$ cat src/source/ioCtrl_params.svh
/*
 * I/O controller parameters
 * bus widths, I/O address decode and display geometry
 */
`ifndef IOCTRL_PARAMS_SVH
`define IOCTRL_PARAMS_SVH

// CPU side
`define IO_DATA_WIDTH      32
`define IO_ADDR_WIDTH      16
`define IO_ADDR_BIT        15   // set -> I/O space
`define IO_OFFSET_WIDTH    5    // register select bits

// lamp register
`define LAMP_WIDTH         8

// seven-segment display
`define DIGIT_COUNT        8
`define DIGITS_PER_GROUP   4
`define SEG_WIDTH          7

// clocks per digit slot, small for simulation
// a board build redefines this to get a visible refresh rate
`define SCAN_DIV           4

`endif

$ cat src/source/ioCtrlPkg.sv
/*
 * I/O controller types
 * register offsets, display mode and the bus and display structs
 */
`default_nettype none

`include "ioCtrl_params.svh"

package ioCtrlPkg;

    // I/O register offsets inside I/O space
    typedef enum logic [`IO_OFFSET_WIDTH-1:0] {
        SORT_START  = 5'd0,     // read: start button
        CE          = 5'd1,     // read: CE switch
        CP          = 5'd2,     // read: CP switch
        SORT_FINISH = 5'd3,     // write: stops the cycle counter
        LAMP        = 5'd4,
        LED_CTRL    = 5'd5,     // display mode select
        LED0        = 5'd8,
        LED1        = 5'd9,
        LED2        = 5'd10,
        LED3        = 5'd11,
        LED4        = 5'd12,
        LED5        = 5'd13,
        LED6        = 5'd14,
        LED7        = 5'd15
    } ioAddrT;

    typedef enum logic {
        USER_DIGITS = 1'b0,
        CYCLE_COUNT = 1'b1
    } dispModeT;

    // one CPU data access
    typedef struct packed {
        logic [`IO_ADDR_WIDTH-1:0] addr;
        logic [`IO_DATA_WIDTH-1:0] wrData;
        logic                      we;
    } cpuBusT;

    typedef struct packed {
        logic sortStart;
        logic ce;
        logic cp;
    } switchT;

    // digit 0 in the low nibble
    typedef logic [`DIGIT_COUNT-1:0][3:0] digitValT;

    // digit 0 in the low bits
    typedef logic [`DIGITS_PER_GROUP-1:0][`SEG_WIDTH-1:0] segGroupT;

endpackage

`default_nettype wire

$ cat src/source/ioRegFile.sv
/*
 * I/O register file
 * splits I/O from data memory space, holds the control registers and the cycle counter
 */
`timescale 1ns/1ps
`default_nettype none

`include "ioCtrl_params.svh"

module ioRegFile (
    input  logic                       clk,
    input  logic                       rst,
    input  ioCtrlPkg::cpuBusT          cpuBus,
    input  logic [`IO_DATA_WIDTH-1:0]  dmemRdData,
    input  ioCtrlPkg::switchT          sw,
    output logic                       dmemWe,
    output logic [`IO_DATA_WIDTH-1:0]  rdData,
    output logic [`LAMP_WIDTH-1:0]     lamp,
    output ioCtrlPkg::digitValT        dispVal
);

    logic                       isIo;
    ioCtrlPkg::ioAddrT          ioOffset;
    logic                       ioWrite;

    logic                       sortFinish;
    ioCtrlPkg::dispModeT        dispMode;
    ioCtrlPkg::digitValT        userDigits;
    ioCtrlPkg::switchT          swReg;      // sampled switch levels
    logic                       cycleRun;
    logic [`IO_DATA_WIDTH-1:0]  cycleCount;

    assign isIo     = cpuBus.addr[`IO_ADDR_BIT];
    assign ioOffset = ioCtrlPkg::ioAddrT'(cpuBus.addr[`IO_OFFSET_WIDTH-1:0]);
    assign ioWrite  = isIo & cpuBus.we;
    assign dmemWe   = cpuBus.we & ~isIo;    // memory never sees I/O writes

    // register writes
    always_ff @(posedge clk or negedge rst) begin
        if (!rst) begin
            sortFinish <= 1'b0;
            lamp       <= '0;
            dispMode   <= ioCtrlPkg::USER_DIGITS;
            userDigits <= '0;
        end else if (ioWrite) begin
            case (ioOffset)
                ioCtrlPkg::SORT_FINISH: sortFinish <= cpuBus.wrData[0];
                ioCtrlPkg::LAMP:        lamp       <= cpuBus.wrData[`LAMP_WIDTH-1:0];
                ioCtrlPkg::LED_CTRL:    dispMode   <= ioCtrlPkg::dispModeT'(cpuBus.wrData[0]);
                ioCtrlPkg::LED0, ioCtrlPkg::LED1, ioCtrlPkg::LED2, ioCtrlPkg::LED3,
                ioCtrlPkg::LED4, ioCtrlPkg::LED5, ioCtrlPkg::LED6, ioCtrlPkg::LED7:
                    userDigits[ioOffset[2:0]] <= cpuBus.wrData[3:0];   // low 3 bits = digit
                default: ;  // switch offsets are read only
            endcase
        end
    end

    // switches are levels, one cycle of sampling
    always_ff @(posedge clk or negedge rst) begin
        if (!rst) begin
            swReg <= '0;
        end else begin
            swReg <= sw;
        end
    end

    // runs from the first start press until the finish flag is written
    always_ff @(posedge clk or negedge rst) begin
        if (!rst) begin
            cycleRun   <= 1'b0;
            cycleCount <= '0;
        end else if ((swReg.sortStart || cycleRun) && !sortFinish) begin
            cycleRun   <= 1'b1;
            cycleCount <= cycleCount + 1'b1;
        end
    end

    // CPU read path
    always_comb begin
        rdData = '0;
        if (isIo) begin
            case (ioOffset)
                ioCtrlPkg::SORT_START: rdData[0] = swReg.sortStart;
                ioCtrlPkg::CE:         rdData[0] = swReg.ce;
                ioCtrlPkg::CP:         rdData[0] = swReg.cp;
                default:               rdData    = '0;  // unmapped reads as zero
            endcase
        end else begin
            rdData = dmemRdData;
        end
    end

    assign dispVal = (dispMode == ioCtrlPkg::CYCLE_COUNT) ? ioCtrlPkg::digitValT'(cycleCount)
                                                          : userDigits;

    // counter stays at zero until it starts running
    cycleCountIdle: assert property (@(posedge clk) disable iff (!rst)
        !cycleRun |-> cycleCount == '0);

endmodule

`default_nettype wire

$ cat src/source/segEncoder.sv
/*
 * Seven-segment encoder
 * registered hex to segment patterns for all eight digits
 */
`timescale 1ns/1ps
`default_nettype none

`include "ioCtrl_params.svh"

module segEncoder (
    input  logic                 clk,
    input  logic                 rst,
    input  ioCtrlPkg::digitValT  dispVal,
    output ioCtrlPkg::segGroupT  segLo,
    output ioCtrlPkg::segGroupT  segHi
);

    // active high, bit 0 = segment a
    function automatic logic [`SEG_WIDTH-1:0] hexToSeg(input logic [3:0] hex);
        logic [`SEG_WIDTH-1:0] pattern;
        case (hex)
            4'h0: pattern = 7'h3F;
            4'h1: pattern = 7'h06;
            4'h2: pattern = 7'h5B;
            4'h3: pattern = 7'h4F;
            4'h4: pattern = 7'h66;
            4'h5: pattern = 7'h6D;
            4'h6: pattern = 7'h7D;
            4'h7: pattern = 7'h07;
            4'h8: pattern = 7'h7F;
            4'h9: pattern = 7'h6F;
            4'hA: pattern = 7'h77;
            4'hB: pattern = 7'h7C;
            4'hC: pattern = 7'h39;
            4'hD: pattern = 7'h5E;
            4'hE: pattern = 7'h79;
            default: pattern = 7'h71;   // F
        endcase
        return pattern;
    endfunction

    always_ff @(posedge clk or negedge rst) begin
        if (!rst) begin
            segLo <= '0;
            segHi <= '0;
        end else begin
            for (int i = 0; i < `DIGITS_PER_GROUP; i++) begin
                segLo[i] <= hexToSeg(dispVal[i]);
                segHi[i] <= hexToSeg(dispVal[i + `DIGITS_PER_GROUP]);  // digits 4..7
            end
        end
    end

endmodule

`default_nettype wire

$ cat src/source/dynamicDisplay.sv
/*
 * Dynamic display scanner
 * multiplexes four segment patterns onto one digit bus with active-low gates
 */
`timescale 1ns/1ps
`default_nettype none

`include "ioCtrl_params.svh"

module dynamicDisplay #(
    parameter int scanDiv = `SCAN_DIV
) (
    input  logic                   clk,
    input  logic                   rst,
    input  ioCtrlPkg::segGroupT    segIn,
    output logic [`SEG_WIDTH-1:0]  seg,
    output logic [3:0]             gate
);

    localparam int CntWidth = (scanDiv > 1) ? $clog2(scanDiv) : 1;

    // one-hot digit select, bit 3 = digit 0
    localparam logic [3:0] SelDigit0 = 4'b1000;
    localparam logic [3:0] SelDigit1 = 4'b0100;
    localparam logic [3:0] SelDigit2 = 4'b0010;
    localparam logic [3:0] SelDigit3 = 4'b0001;

    logic [CntWidth-1:0] divCnt;
    logic                scanStrobe;
    logic [3:0]          sel;

    assign scanStrobe = (divCnt == CntWidth'(scanDiv - 1));

    // prescaler
    always_ff @(posedge clk or negedge rst) begin
        if (!rst) begin
            divCnt <= '0;
        end else if (scanStrobe) begin
            divCnt <= '0;
        end else begin
            divCnt <= divCnt + 1'b1;
        end
    end

    always_ff @(posedge clk or negedge rst) begin
        if (!rst) begin
            sel <= SelDigit0;
        end else if (scanStrobe) begin
            sel <= {sel[0], sel[3:1]};  // digit 0 -> 1 -> 2 -> 3 -> 0
        end
    end

    assign gate = ~sel;

    // seg lags gate by one cycle
    always_ff @(posedge clk or negedge rst) begin
        if (!rst) begin
            seg <= '0;
        end else begin
            case (sel)
                SelDigit0: seg <= segIn[0];
                SelDigit1: seg <= segIn[1];
                SelDigit2: seg <= segIn[2];
                SelDigit3: seg <= segIn[3];
                default:   seg <= '0;
            endcase
        end
    end

    // exactly one digit enabled at any time
    gateOneHot: assert property (@(posedge clk) disable iff (!rst) $onehot(~gate));

endmodule

`default_nettype wire

$ cat src/source/ioCtrl.sv
/*
 * I/O controller top
 * register file, segment encoder and two four-digit scanners
 */
`timescale 1ns/1ps
`default_nettype none

`include "ioCtrl_params.svh"

module ioCtrl (
    input  logic                       clk,
    input  logic                       rst,
    input  ioCtrlPkg::cpuBusT          cpuBus,
    input  logic [`IO_DATA_WIDTH-1:0]  dmemRdData,
    input  ioCtrlPkg::switchT          sw,
    output logic                       dmemWe,
    output logic [`IO_DATA_WIDTH-1:0]  rdData,
    output logic [`LAMP_WIDTH-1:0]     lamp,
    output logic [`SEG_WIDTH-1:0]      segLo,
    output logic [`SEG_WIDTH-1:0]      segHi,
    output logic [3:0]                 gateLo,
    output logic [3:0]                 gateHi
);

    ioCtrlPkg::digitValT dispVal;
    ioCtrlPkg::segGroupT segLoIn;   // digits 0..3
    ioCtrlPkg::segGroupT segHiIn;   // digits 4..7

    ioRegFile regFile (
        .clk        (clk),
        .rst        (rst),
        .cpuBus     (cpuBus),
        .dmemRdData (dmemRdData),
        .sw         (sw),
        .dmemWe     (dmemWe),
        .rdData     (rdData),
        .lamp       (lamp),
        .dispVal    (dispVal)
    );

    segEncoder encoder (
        .clk     (clk),
        .rst     (rst),
        .dispVal (dispVal),
        .segLo   (segLoIn),
        .segHi   (segHiIn)
    );

    dynamicDisplay scanLo (
        .clk   (clk),
        .rst   (rst),
        .segIn (segLoIn),
        .seg   (segLo),
        .gate  (gateLo)
    );

    dynamicDisplay scanHi (
        .clk   (clk),
        .rst   (rst),
        .segIn (segHiIn),
        .seg   (segHi),
        .gate  (gateHi)
    );

endmodule

`default_nettype wire

$ cat config.mk
export PLATFORM = sky130hd
export DESIGN_NAME = ioCtrl
export DESIGN_NICKNAME = d
export VERILOG_FILES = /design/src/source/ioCtrlPkg.sv /design/src/source/ioRegFile.sv /design/src/source/segEncoder.sv /design/src/source/dynamicDisplay.sv /design/src/source/ioCtrl.sv
export VERILOG_INCLUDE_DIRS = /design/src /design/src/source
export SDC_FILE = /design/constraint.sdc
export NUM_CORES = 1
export LEC_CHECK = 0
export BUFFER_PORTS_ARGS = -buffer_cell sky130_fd_sc_hd__buf_4
export CORE_UTILIZATION = 61
export DETAILED_ROUTE_END_ITERATION = 10
export GPL_TIMING_DRIVEN = 0
export PLACE_DENSITY = 0.86
export SETUP_SLACK_MARGIN = 0.05
export SYNTH_ARGS = -nofsm -noshare
export SYNTH_HDL_FRONTEND = slang
export SYNTH_SLANG_ARGS = --single-unit
$ cat constraint.sdc
create_clock -name clk -period 3.15 [get_ports clk]
set_input_delay 0.1575 -clock clk [delete_from_list [all_inputs] [get_ports clk]]
set_output_delay 0.1575 -clock clk [all_outputs]
set_load 0.02 [all_outputs]
======== Word level (Yosys, flattened, before mapping) ========
Memories as Yosys holds them, arrays and structs flattened. A register that Yosys moved wholly into a read port is not among the register bits.
Cells that the tools add are included.
word-level totals
  bits in latches ......................... 0
  flip-flop bits (word level) ............. 104
  input port bits ......................... 86
  memory bits (writable) .................. 0
  word-level logic and storage cells ...... 91
  ROM bits ................................ 896
  memories ................................ 8
  output and inout bits ................... 63
memories
  memory            depth  width  rd ports  clocked after Yosys merged registers in  wr ports  line              text
  (name not given)  16     7      1         1                                        0         segEncoder.sv:21  case (hex)
  (name not given)  16     7      1         1                                        0         segEncoder.sv:21
  (name not given)  16     7      1         1                                        0         segEncoder.sv:21
  (name not given)  16     7      1         1                                        0         segEncoder.sv:21
  (name not given)  16     7      1         1                                        0         segEncoder.sv:21
  (name not given)  16     7      1         1                                        0         segEncoder.sv:21
  2 more memories   --     --     --        --                                       --        --
operators by class
  bitwise operators ....................... 5
  reduce and logical (&&, ||, !) cells .... 18
  mux-type cells .......................... 10
  order comparisons ....................... 2
  div/mod/pow operators ................... 0
  $mul .................................... 0
  shifts and indexed selects .............. 0
  equal/unequal tests ..................... 23
  add/subtract/negate cells ............... 3
operator list
  cell                   count
  $mux 32                2
  $pmux 7 s4             2
  $eq 5x4->1 const B     8
  $add 32x1->32 const B  1
  $bwmux 32              1
  $demux 4 s3            1
  $eq 5x2->1 const B     2
  $eq 5x3->1 const B     2
  $logic_not 1->1        9
  $eq 4x1->1 const B     2
  $eq 4x2->1 const B     2
  $eq 4x3->1 const B     2
  $eq 4x4->1 const B     2
  $not 4->4              2
  $reduce_and 2->1       4
  $reduce_or 8->1        1
  $eq 5x1->1 const B     1
  $logic_not 5->1        1
  $add 2x1->2 const B    2
  $eq 2x2->1 const B     2
  $lt 3x4->1 const B     1
  $mux 2                 2
  $mux 4                 1
  $ge 3x1->1 const B     1
  other kinds (5)        7

======== Longest topological paths before layout ========
Gate-level depths: netlist (run 1).
  word-level depth ........................ 5
  mapped depth ............................ 10
  depth with buffers taken out ............ 7

======== Modules after synthesis ========
Synthesis (run 1) repeated with hierarchy kept, for this count alone.
unflattened totals
  cell total of the unflattened synthesis .. 782
  area total of the unflattened synthesis .. 8567.0 sq um
by module, submodules not included
  module          sequential area each (sq um)  area each (sq um)  cells an instance  times used
  ioRegFile       1951.9                        3873.7             321                1
  segEncoder      1401.3                        3474.6             343                1
  dynamicDisplay  326.6                         609.3              59                 2

======== Least setup slack after synthesis (run 1) ========
No wires, ideal clock.
  path type ............................... reg2reg
  from .................................... register regFile.dispMode
  to ...................................... register encoder.segHi[27] (netlist name)
  cell stages (with the launch flop) ...... 9
  setup slack ............................. 1.038 ns
  arrival time ............................ 2.025 ns
  required time ........................... 3.062 ns
  buffers on the path ..................... 3
  period minus slack after synthesis ...... 2.112 ns
  setup time .............................. 0.088 ns
  cell sequence ........................... dfrtp_1 buf_2 buf_6 buf_2 mux2i_1 inv_1 ha_1 mux2_2 a22oi_1
between the ends
  longest elaborated chain between the ends .. 1
ends and longest elaborated chain
  item                      line              text
  start: declaration        ioRegFile.sv:27   ioCtrlPkg::dispModeT dispMode;
  start signal: assignment  ioRegFile.sv:43   dispMode <= ioCtrlPkg::USER_DIGITS;
  start signal: assignment  ioRegFile.sv:49   ioCtrlPkg::LED_CTRL: dispMode <= ioCtrlPkg::dispModeT'(cpuBus.wrData[0]);
  $mux 32                   ioRegFile.sv:93   assign dispVal = (dispMode == ioCtrlPkg::CYCLE_COUNT) ? ioCtrlPkg::digitValT'(cycleCount)
  end: declaration          segEncoder.sv:15  output ioCtrlPkg::segGroupT segHi
No other way between the ends.
A chain may end at the register's enable or synchronous reset.

======== Worst setup path in the final report (run 1) ========
Same ends and word-level chain as after synthesis.

==> run_results.csv, run 1 <==
group,metric,value,unit
logic_synthesis,synth_area_per_cell,10.7,sq um
layout,fin_nets,1077,
cts,cts_tree,"yes",
critical_path,cp.arrival,2.94,ns
die,die_y,120,um
critical_path,crit_fanout,10,
logic_synthesis,synth_area_leaders,"dfrtp_1 47%, ha_1 8.7%, mux2_2 7.8%, mux2i_1 4.6%, nor2b_1 3.7%",
layout,seq_area,0.00401,sq mm
die,fp.dieW,120,um
route,ant_nets,0,
critical_path,r2r_start,"regFile.dispMode",
global_routing,grt_max_degree,102,
layout,multiInputGateArea,0.00415,sq mm
sta,finalCritPeriodShare,0.828,
route,vias,6393,
cts,cts_buffers,17,
route,drtIter0Drc,474,
logic_synthesis,async_reset_ff_frac,1.00,
critical_path,required,3.48,ns
critical_path,reg2reg_to,"encoder.segHi[27]",
power_and_ir_drop,switching_power,1.69,mW
power_and_ir_drop,p_sw_frac,0.295,
job,drv_cap,0,
sta,skew,0.00615,ns
power_and_ir_drop,power.share.clock,0.325,
min_path,holdPathStages,2,
layout,layout_common_cells,"158 x dfrtp_1, 121 x buf_4, 59 x mux2_2, 59 x ha_1, 58 x nand2_1",
route,via_per_inst,5.70,
sta,fmax,383,MHz
logic_synthesis,yosys.area.top_type,"dfrtp_1",
place,place.gp.congestion,0.858,
cts,cts_setup_buffers,0,
layout,n_antenna_cell,0,
sta,finalSetupTns,0,ns
sta,finalMaxSlewViolations,0,
critical_path,rr_worst_depth,8,
layout,drive_above_1_share,0.248,
global_routing,antenna_found_initial,0,
power_and_ir_drop,leakagePower,4.79,nW
sta,hold_ws,0.0814,ns
route,drc,0,
route,first_pass_iters,5,
logic_synthesis,synth_warnings,0,
sta,max_slew_margin,0.330,
route,wl_per_cell,16.3,um
place,port_buffers,114,
power_and_ir_drop,seq_power_share,0.444,
global_routing,grt-ovfl-total,0,
die,initial_core_util,0.632,
sta,period_needed,2.61,ns
logic_synthesis,yosysSeqAreaShare,0.473,
logic_synthesis,netlist_area,0.00847,sq mm
logic_synthesis,yosysUniqueCellTypes,46,
sta,finalSetupViolations,0,
die,coreArea,0.0134,sq mm
cts,clock-root-buffer,"clkbuf_16",
cts,insertion_delay,0.43,ns
status,status,"completed",
sta,tightest_slew,0.996,ns
layout,fillers,864,
power_and_ir_drop,power.density,560,mW/mm^2
sta,rsz0062_at_grt,"false",
power_and_ir_drop,p_int,4.02,mW
power_and_ir_drop,ir_worst_vdd,0.378,mV
logic_synthesis,syn_inst,789,
logic_synthesis,synth.top_cell.area_share,0.467,
cts,cts.sinks,160,
power_and_ir_drop,total_power,5.71,mW
cts,postCtsHoldBufs,9,
die,num_rows,42,
place,dp_hpwl,13100,um
logic_synthesis,synth-seq-cells,160,
logic_synthesis,synth_ff_type,"dfrtp_1",
cts,cts.path.max_buffers,2,
global_routing,grt_pass1_wl,30600,um
critical_path,crit_path_end,"encoder.segHi[27]",
critical_path,critPathKind,"reg2reg",
die,dieArea,0.0144,sq mm
critical_path,worstSetupStartpoint,"regFile.dispMode",
cts,clk_pin_slew_worst_paths,0.06,ns
cts,post_cts_resized,0,
layout,layout_commonest_cell,"dfrtp_1",
min_path,hold_class,"in2reg",
route,wl,18300,um
layout,area_growth_syn_to_layout,20.3,%
global_routing,grt.total_usage,0.275,
critical_path,r2r_slack,0.54,ns
power_and_ir_drop,combPwrFrac,0.231,
layout,fin_util,0.761,
global_routing,first_global_vias,6445,
sta,hold_viol,0,
logic_synthesis,synth_edf_count,0,
critical_path,endpoint_kind,"register",
die,pin_count,149,
cts,htreeDepth,4,
logic_synthesis,synth_nets,934,
critical_path,cp-start-kind,"register",
## registers in the layout, indices dropped and copies added (netlist names)
name and cells:
encoder.segHi 28, encoder.segLo 28, regFile.cycleCount 32, regFile.cycleRun 1, regFile.dispMode 1, regFile.lamp 8
regFile.sortFinish 1, regFile.swReg 3, regFile.userDigits 32, scanHi.divCnt 2, scanHi.seg 7, scanHi.sel 4
scanLo.divCnt 2, scanLo.seg 7, scanLo.sel 4
## final cells by class
| class | count | share of cell area |
|---|---|---|
| plain buffers | 26 | 0.0147 |
| clock buffers | 26 | 0.0480 |
| clock inverters | 6 | 0.00356 |
| inverters | 45 | 0.0166 |
| multi-input cells | 558 | 0.407 |
| flip-flops and latches | 160 | 0.393 |
| well taps | 176 | 0.0216 |
| repair buffers | 124 | 0.0958 |
## metal layers
metal | track usage | wire, um | vias up
li1 | - | - | 3011
met1 | 0.355 | 8070 | 3120
met2 | 0.462 | 8960 | 229
met3 | 0.0561 | 949 | 33
met4 | 0.0961 | 345 | 0
met5 | 0 | 0 | -
## worst max-delay path, stage by stage (launching register included)
cell and delay [ns]:
dfrtp_1 0.32, buf_2 0.18, buf_6 0.19, buf_2 0.36
mux2i_1 0.56, inv_1 0.17, ha_1 0.29, mux2_2 0.28
a22oi_1 0.17
## cell usage after synthesis (2+ instances only)
| cell type | instances |
|---|---|
| nor2_1 | 54 |
| nand2_1 | 58 |
| nand3_1 | 10 |
| a22oi_1 | 25 |
| nand4_1 | 7 |
| nand2b_1 | 2 |
| nor4_1 | 2 |
| a21o_1 | 2 |
| and2_1 | 4 |
| a21oi_1 | 45 |
| buf_6 | 2 |
| xnor2_1 | 20 |
| o22a_1 | 14 |
| ha_1 | 59 |
| a31oi_1 | 7 |
| a22o_1 | 8 |
| buf_2 | 6 |
| and3_1 | 4 |
| mux2_2 | 59 |
| nor3_1 | 13 |
| clkbuf_1 | 10 |
| nor2b_1 | 50 |
| and2_4 | 4 |
| inv_1 | 45 |
| mux2i_1 | 39 |
| dfrtp_1 | 158 |
| o21ai_0 | 39 |
| o211ai_1 | 8 |
| dfstp_2 | 2 |
| buf_4 | 8 |
| xor2_1 | 10 |
## power groups by stage
stage               Clock [mW]  Sequential [mW]  Combinational (mW)
global placement             0             2.55                1.24
detailed placement           0             2.56                1.29
floorplan                    0             2.53               0.907
global route              1.95             2.57                1.46
CTS                       1.87             2.53                1.32
finish                    1.86             2.53                1.32
## kinds of logic (layout without fill, tap and decap cells)
family / Yosys count / count (layout) / share of synthesized area
buf+inv: 71 / 227 / 0.0377
fa+ha+maj: 59 / 59 / 0.0871
flops: 160 / 160 / 0.473
compound gates: 150 / 150 / 0.111
xor+xnor: 31 / 31 / 0.0329
mux: 99 / 99 / 0.126
simple gates: 219 / 219 / 0.132
## through the flow
step	cells	setup slack [ns]	instance area (sq um)
3_5_place_dp	1080	0.588	9580
2_1_floorplan	789	1.04	8470
3_3_place_gp	1079	0.616	9550
5_1_grt	1121	0.386	10200
4_1_cts	1121	0.550	10200
6_report	1121	0.540	10200
## worst min-delay path by stage
stage | slack (ns) | end | startpoint
CTS | 0.08 | regFile.userDigits[1] | cpuBus[2]
floorplan | -0.14 | encoder.segHi[0] | rst
global placement | 0.27 | regFile.swReg[1] | sw[1]
global route | 0.08 | regFile.userDigits[5] | cpuBus[2]
detailed placement | 0.16 | encoder.segLo[6] | rst
finish | 0.08 | regFile.userDigits[9] | cpuBus[2]
Power figures use the tool's default switching activity.
==> run 2: changes to the inputs <==
Settings changed: CORE_UTILIZATION 61 to 51, PLACE_DENSITY 0.86 to 0.77.
Clock period 3.15 ns to 2.2 ns, I/O delays scaled along.
==> run_results.csv, run 2 (same netlist as run 1, synthesis figures left out) <==
group,metric,value,unit
status,status,"completed",
place,dp_slack,-0.368,ns
place,dp_hpwl,12800,um
critical_path,r2r_start,"regFile.dispMode",
global_routing,grt-ovfl-total,0,
route,met2_length,9320,um
place,postPlaceCellArea,0.00963,sq mm
layout,drive_above_1_share,0.267,
sta,finalCritPeriodShare,0.929,
power_and_ir_drop,p_sw_frac,0.287,
sta,hold_ws,0.0387,ns
route,vias,6271,
sta,worst_slack,0.155,ns
sta,fmax,489,MHz
cts,insertion_delay,0.43,ns
route,wl_met3,736,um
route,first_pass_iters,5,
die,num_rows,46,
sta,finalSetupViolations,0,
sta,period_needed,2.04,ns
power_and_ir_drop,p_int,6.26,mW
sta,finalMaxSlewViolations,0,
min_path,hold_class,"in2reg",
sta,skew,0.00779,ns
layout,stdcell_area,0.0105,sq mm
route,wl,18800,um
critical_path,cp_cell_sequence,"clkbuf_4 -> buf_12 -> buf_12 -> mux2i_4 -> inv_1 -> ha_1 -> o211ai_1 -> o21ai_0 -> inv_1",
layout,layout_commonest_cell,"dfrtp_1",
global_routing,grt.total_usage,0.235,
layout,layout_common_cells,"158 x dfrtp_1, 122 x buf_4, 59 x ha_1",
critical_path,cp-start-kind,"register",
power_and_ir_drop,switching_power,2.52,mW
place,place.gp.congestion,0.831,
die,pin_count,149,
cts,clk_pin_slew_worst_paths,0.06,ns
critical_path,cp.arrival,2.41,ns
cts,cts.sinks,160,
die,fp.dieW,131,um
power_and_ir_drop,seq_power_share,0.415,
layout,area_growth_syn_to_layout,24.1,%
cts,clock-root-buffer,"clkbuf_16",
layout,n_antenna_cell,0,
die,die_y,131,um
sta,tightest_slew,1.10,ns
power_and_ir_drop,leakagePower,4.86,nW
cts,htreeDepth,4,
critical_path,critPathKind,"reg2reg",
sta,max_slew_margin,0.262,
sta,rsz0062_at_grt,"true",
place,port_buffers,114,
power_and_ir_drop,power.share.clock,0.361,
critical_path,endpoint_kind,"register",
critical_path,required,2.57,ns
cts,cts.path.max_buffers,2,
global_routing,antenna_found_initial,0,
cts,cts_buffers,17,
critical_path,max_stage_delay,0.32,ns
min_path,hp-start,"cpuBus[2]",
route,via_per_inst,5.40,
die,coreArea,0.0161,sq mm
route,drtIter0Drc,423,
layout,fin_nets,1078,
route,ant_nets,0,
power_and_ir_drop,power.density,835,mW/mm^2
route,wl_met1,8390,um
critical_path,crit_slowest_cell,"dfrtp_1",
die,dieArea,0.0171,sq mm
layout,top_regs,"regFile.cycleCount: 32 flops, regFile.userDigits: 32 flops",
job,drv_cap,0,
cts,cts_tree,"yes",
route,top_layer,"met4",
power_and_ir_drop,ir_worst_vdd,0.600,mV
global_routing,grt_max_degree,102,
layout,seq_area,0.00401,sq mm
critical_path,crit_fanout,10,
critical_path,r2r_slack,0.16,ns
route,wl_per_cell,16.2,um
power_and_ir_drop,combPwrFrac,0.224,
critical_path,reg2reg_to,"encoder.segHi[17]",
sta,finalSetupTns,0,ns
layout,fillers,1228,
min_path,holdPathStages,2,
sta,hold_viol,0,
route,drc,0,
critical_path,rr_worst_depth,9,
global_routing,first_global_vias,6134,
layout,multiInputGateArea,0.00426,sq mm
die,initial_core_util,0.528,
min_path,hold_end,"regFile.userDigits[9]",
global_routing,grt_pass1_wl,30400,um
-- run 2: stage by stage --
stage	instances	util	total power, mW
final	1161	0.655	8.78
after global routing	1161	0.655	9.20
after CTS	1161	0.649	8.76
after detailed placement	1120	0.600	5.51
after global placement	1119	0.598	5.45
after floorplan	789	-	4.92
-- run 2: worst max-delay path: cells and delay by family, from the launching register on --
kind	cells	cell delay [ns]
buf+inv	5	0.76
compound gates	2	0.31
fa+ha+maj	1	0.26
mux	1	0.32
flops	1	0.32
-- run 2: power groups by stage --
stage,combinational (mW),sequential (mW),clock [mW]
after floorplan,1.30,3.62,0
after global placement,1.80,3.65,0
after detailed placement,1.85,3.66,0
after CTS,1.92,3.63,3.21
after global routing,2.18,3.70,3.33
final,1.97,3.64,3.17
-- run 2: how the worst max path moves through the flow --
stage | to | cells past startpoint | slack, ns | from
after floorplan | encoder.segHi[27] | 8 | 0.09 | regFile.dispMode
after global placement | encoder.segHi[27] | 8 | -0.36 | regFile.dispMode
after detailed placement | encoder.segHi[27] | 8 | -0.37 | regFile.dispMode
after CTS | encoder.segLo[27] | 8 | -0.02 | regFile.dispMode
after global routing | encoder.segLo[25] | 9 | 0.008 | regFile.dispMode
final | encoder.segHi[17] | 9 | 0.16 | regFile.dispMode
-- run 2: layout make-up --
cell class / instances / area share
Sequential cell: 160 / 0.381
Timing Repair Buffer: 125 / 0.0936
Clock buffer: 19 / 0.0431
Clock inverter: 12 / 0.0174
Inverter: 45 / 0.0161
Tap cell: 216 / 0.0257
Buffer: 26 / 0.0177
Multi-Input combinational cell: 558 / 0.405
-- run 2: per-layer routing --
| metal | GRT usage | vias to the layer above |
|---|---|---|
| li1 | - | 3010 |
| met1 | 0.304 | 3044 |
| met2 | 0.397 | 188 |
| met3 | 0.0383 | 29 |
| met4 | 0.0859 | 0 |
| met5 | 0 | - |
-- run 2: what timing repair did --
action                                 CTS  global route
gates cloned                             0             0
endpoints found under the hold margin   66             0
buffers inserted                         1             0
setup endpoints to repair               55            46
gates resized for setup                 15            20
hold buffers                             9             0
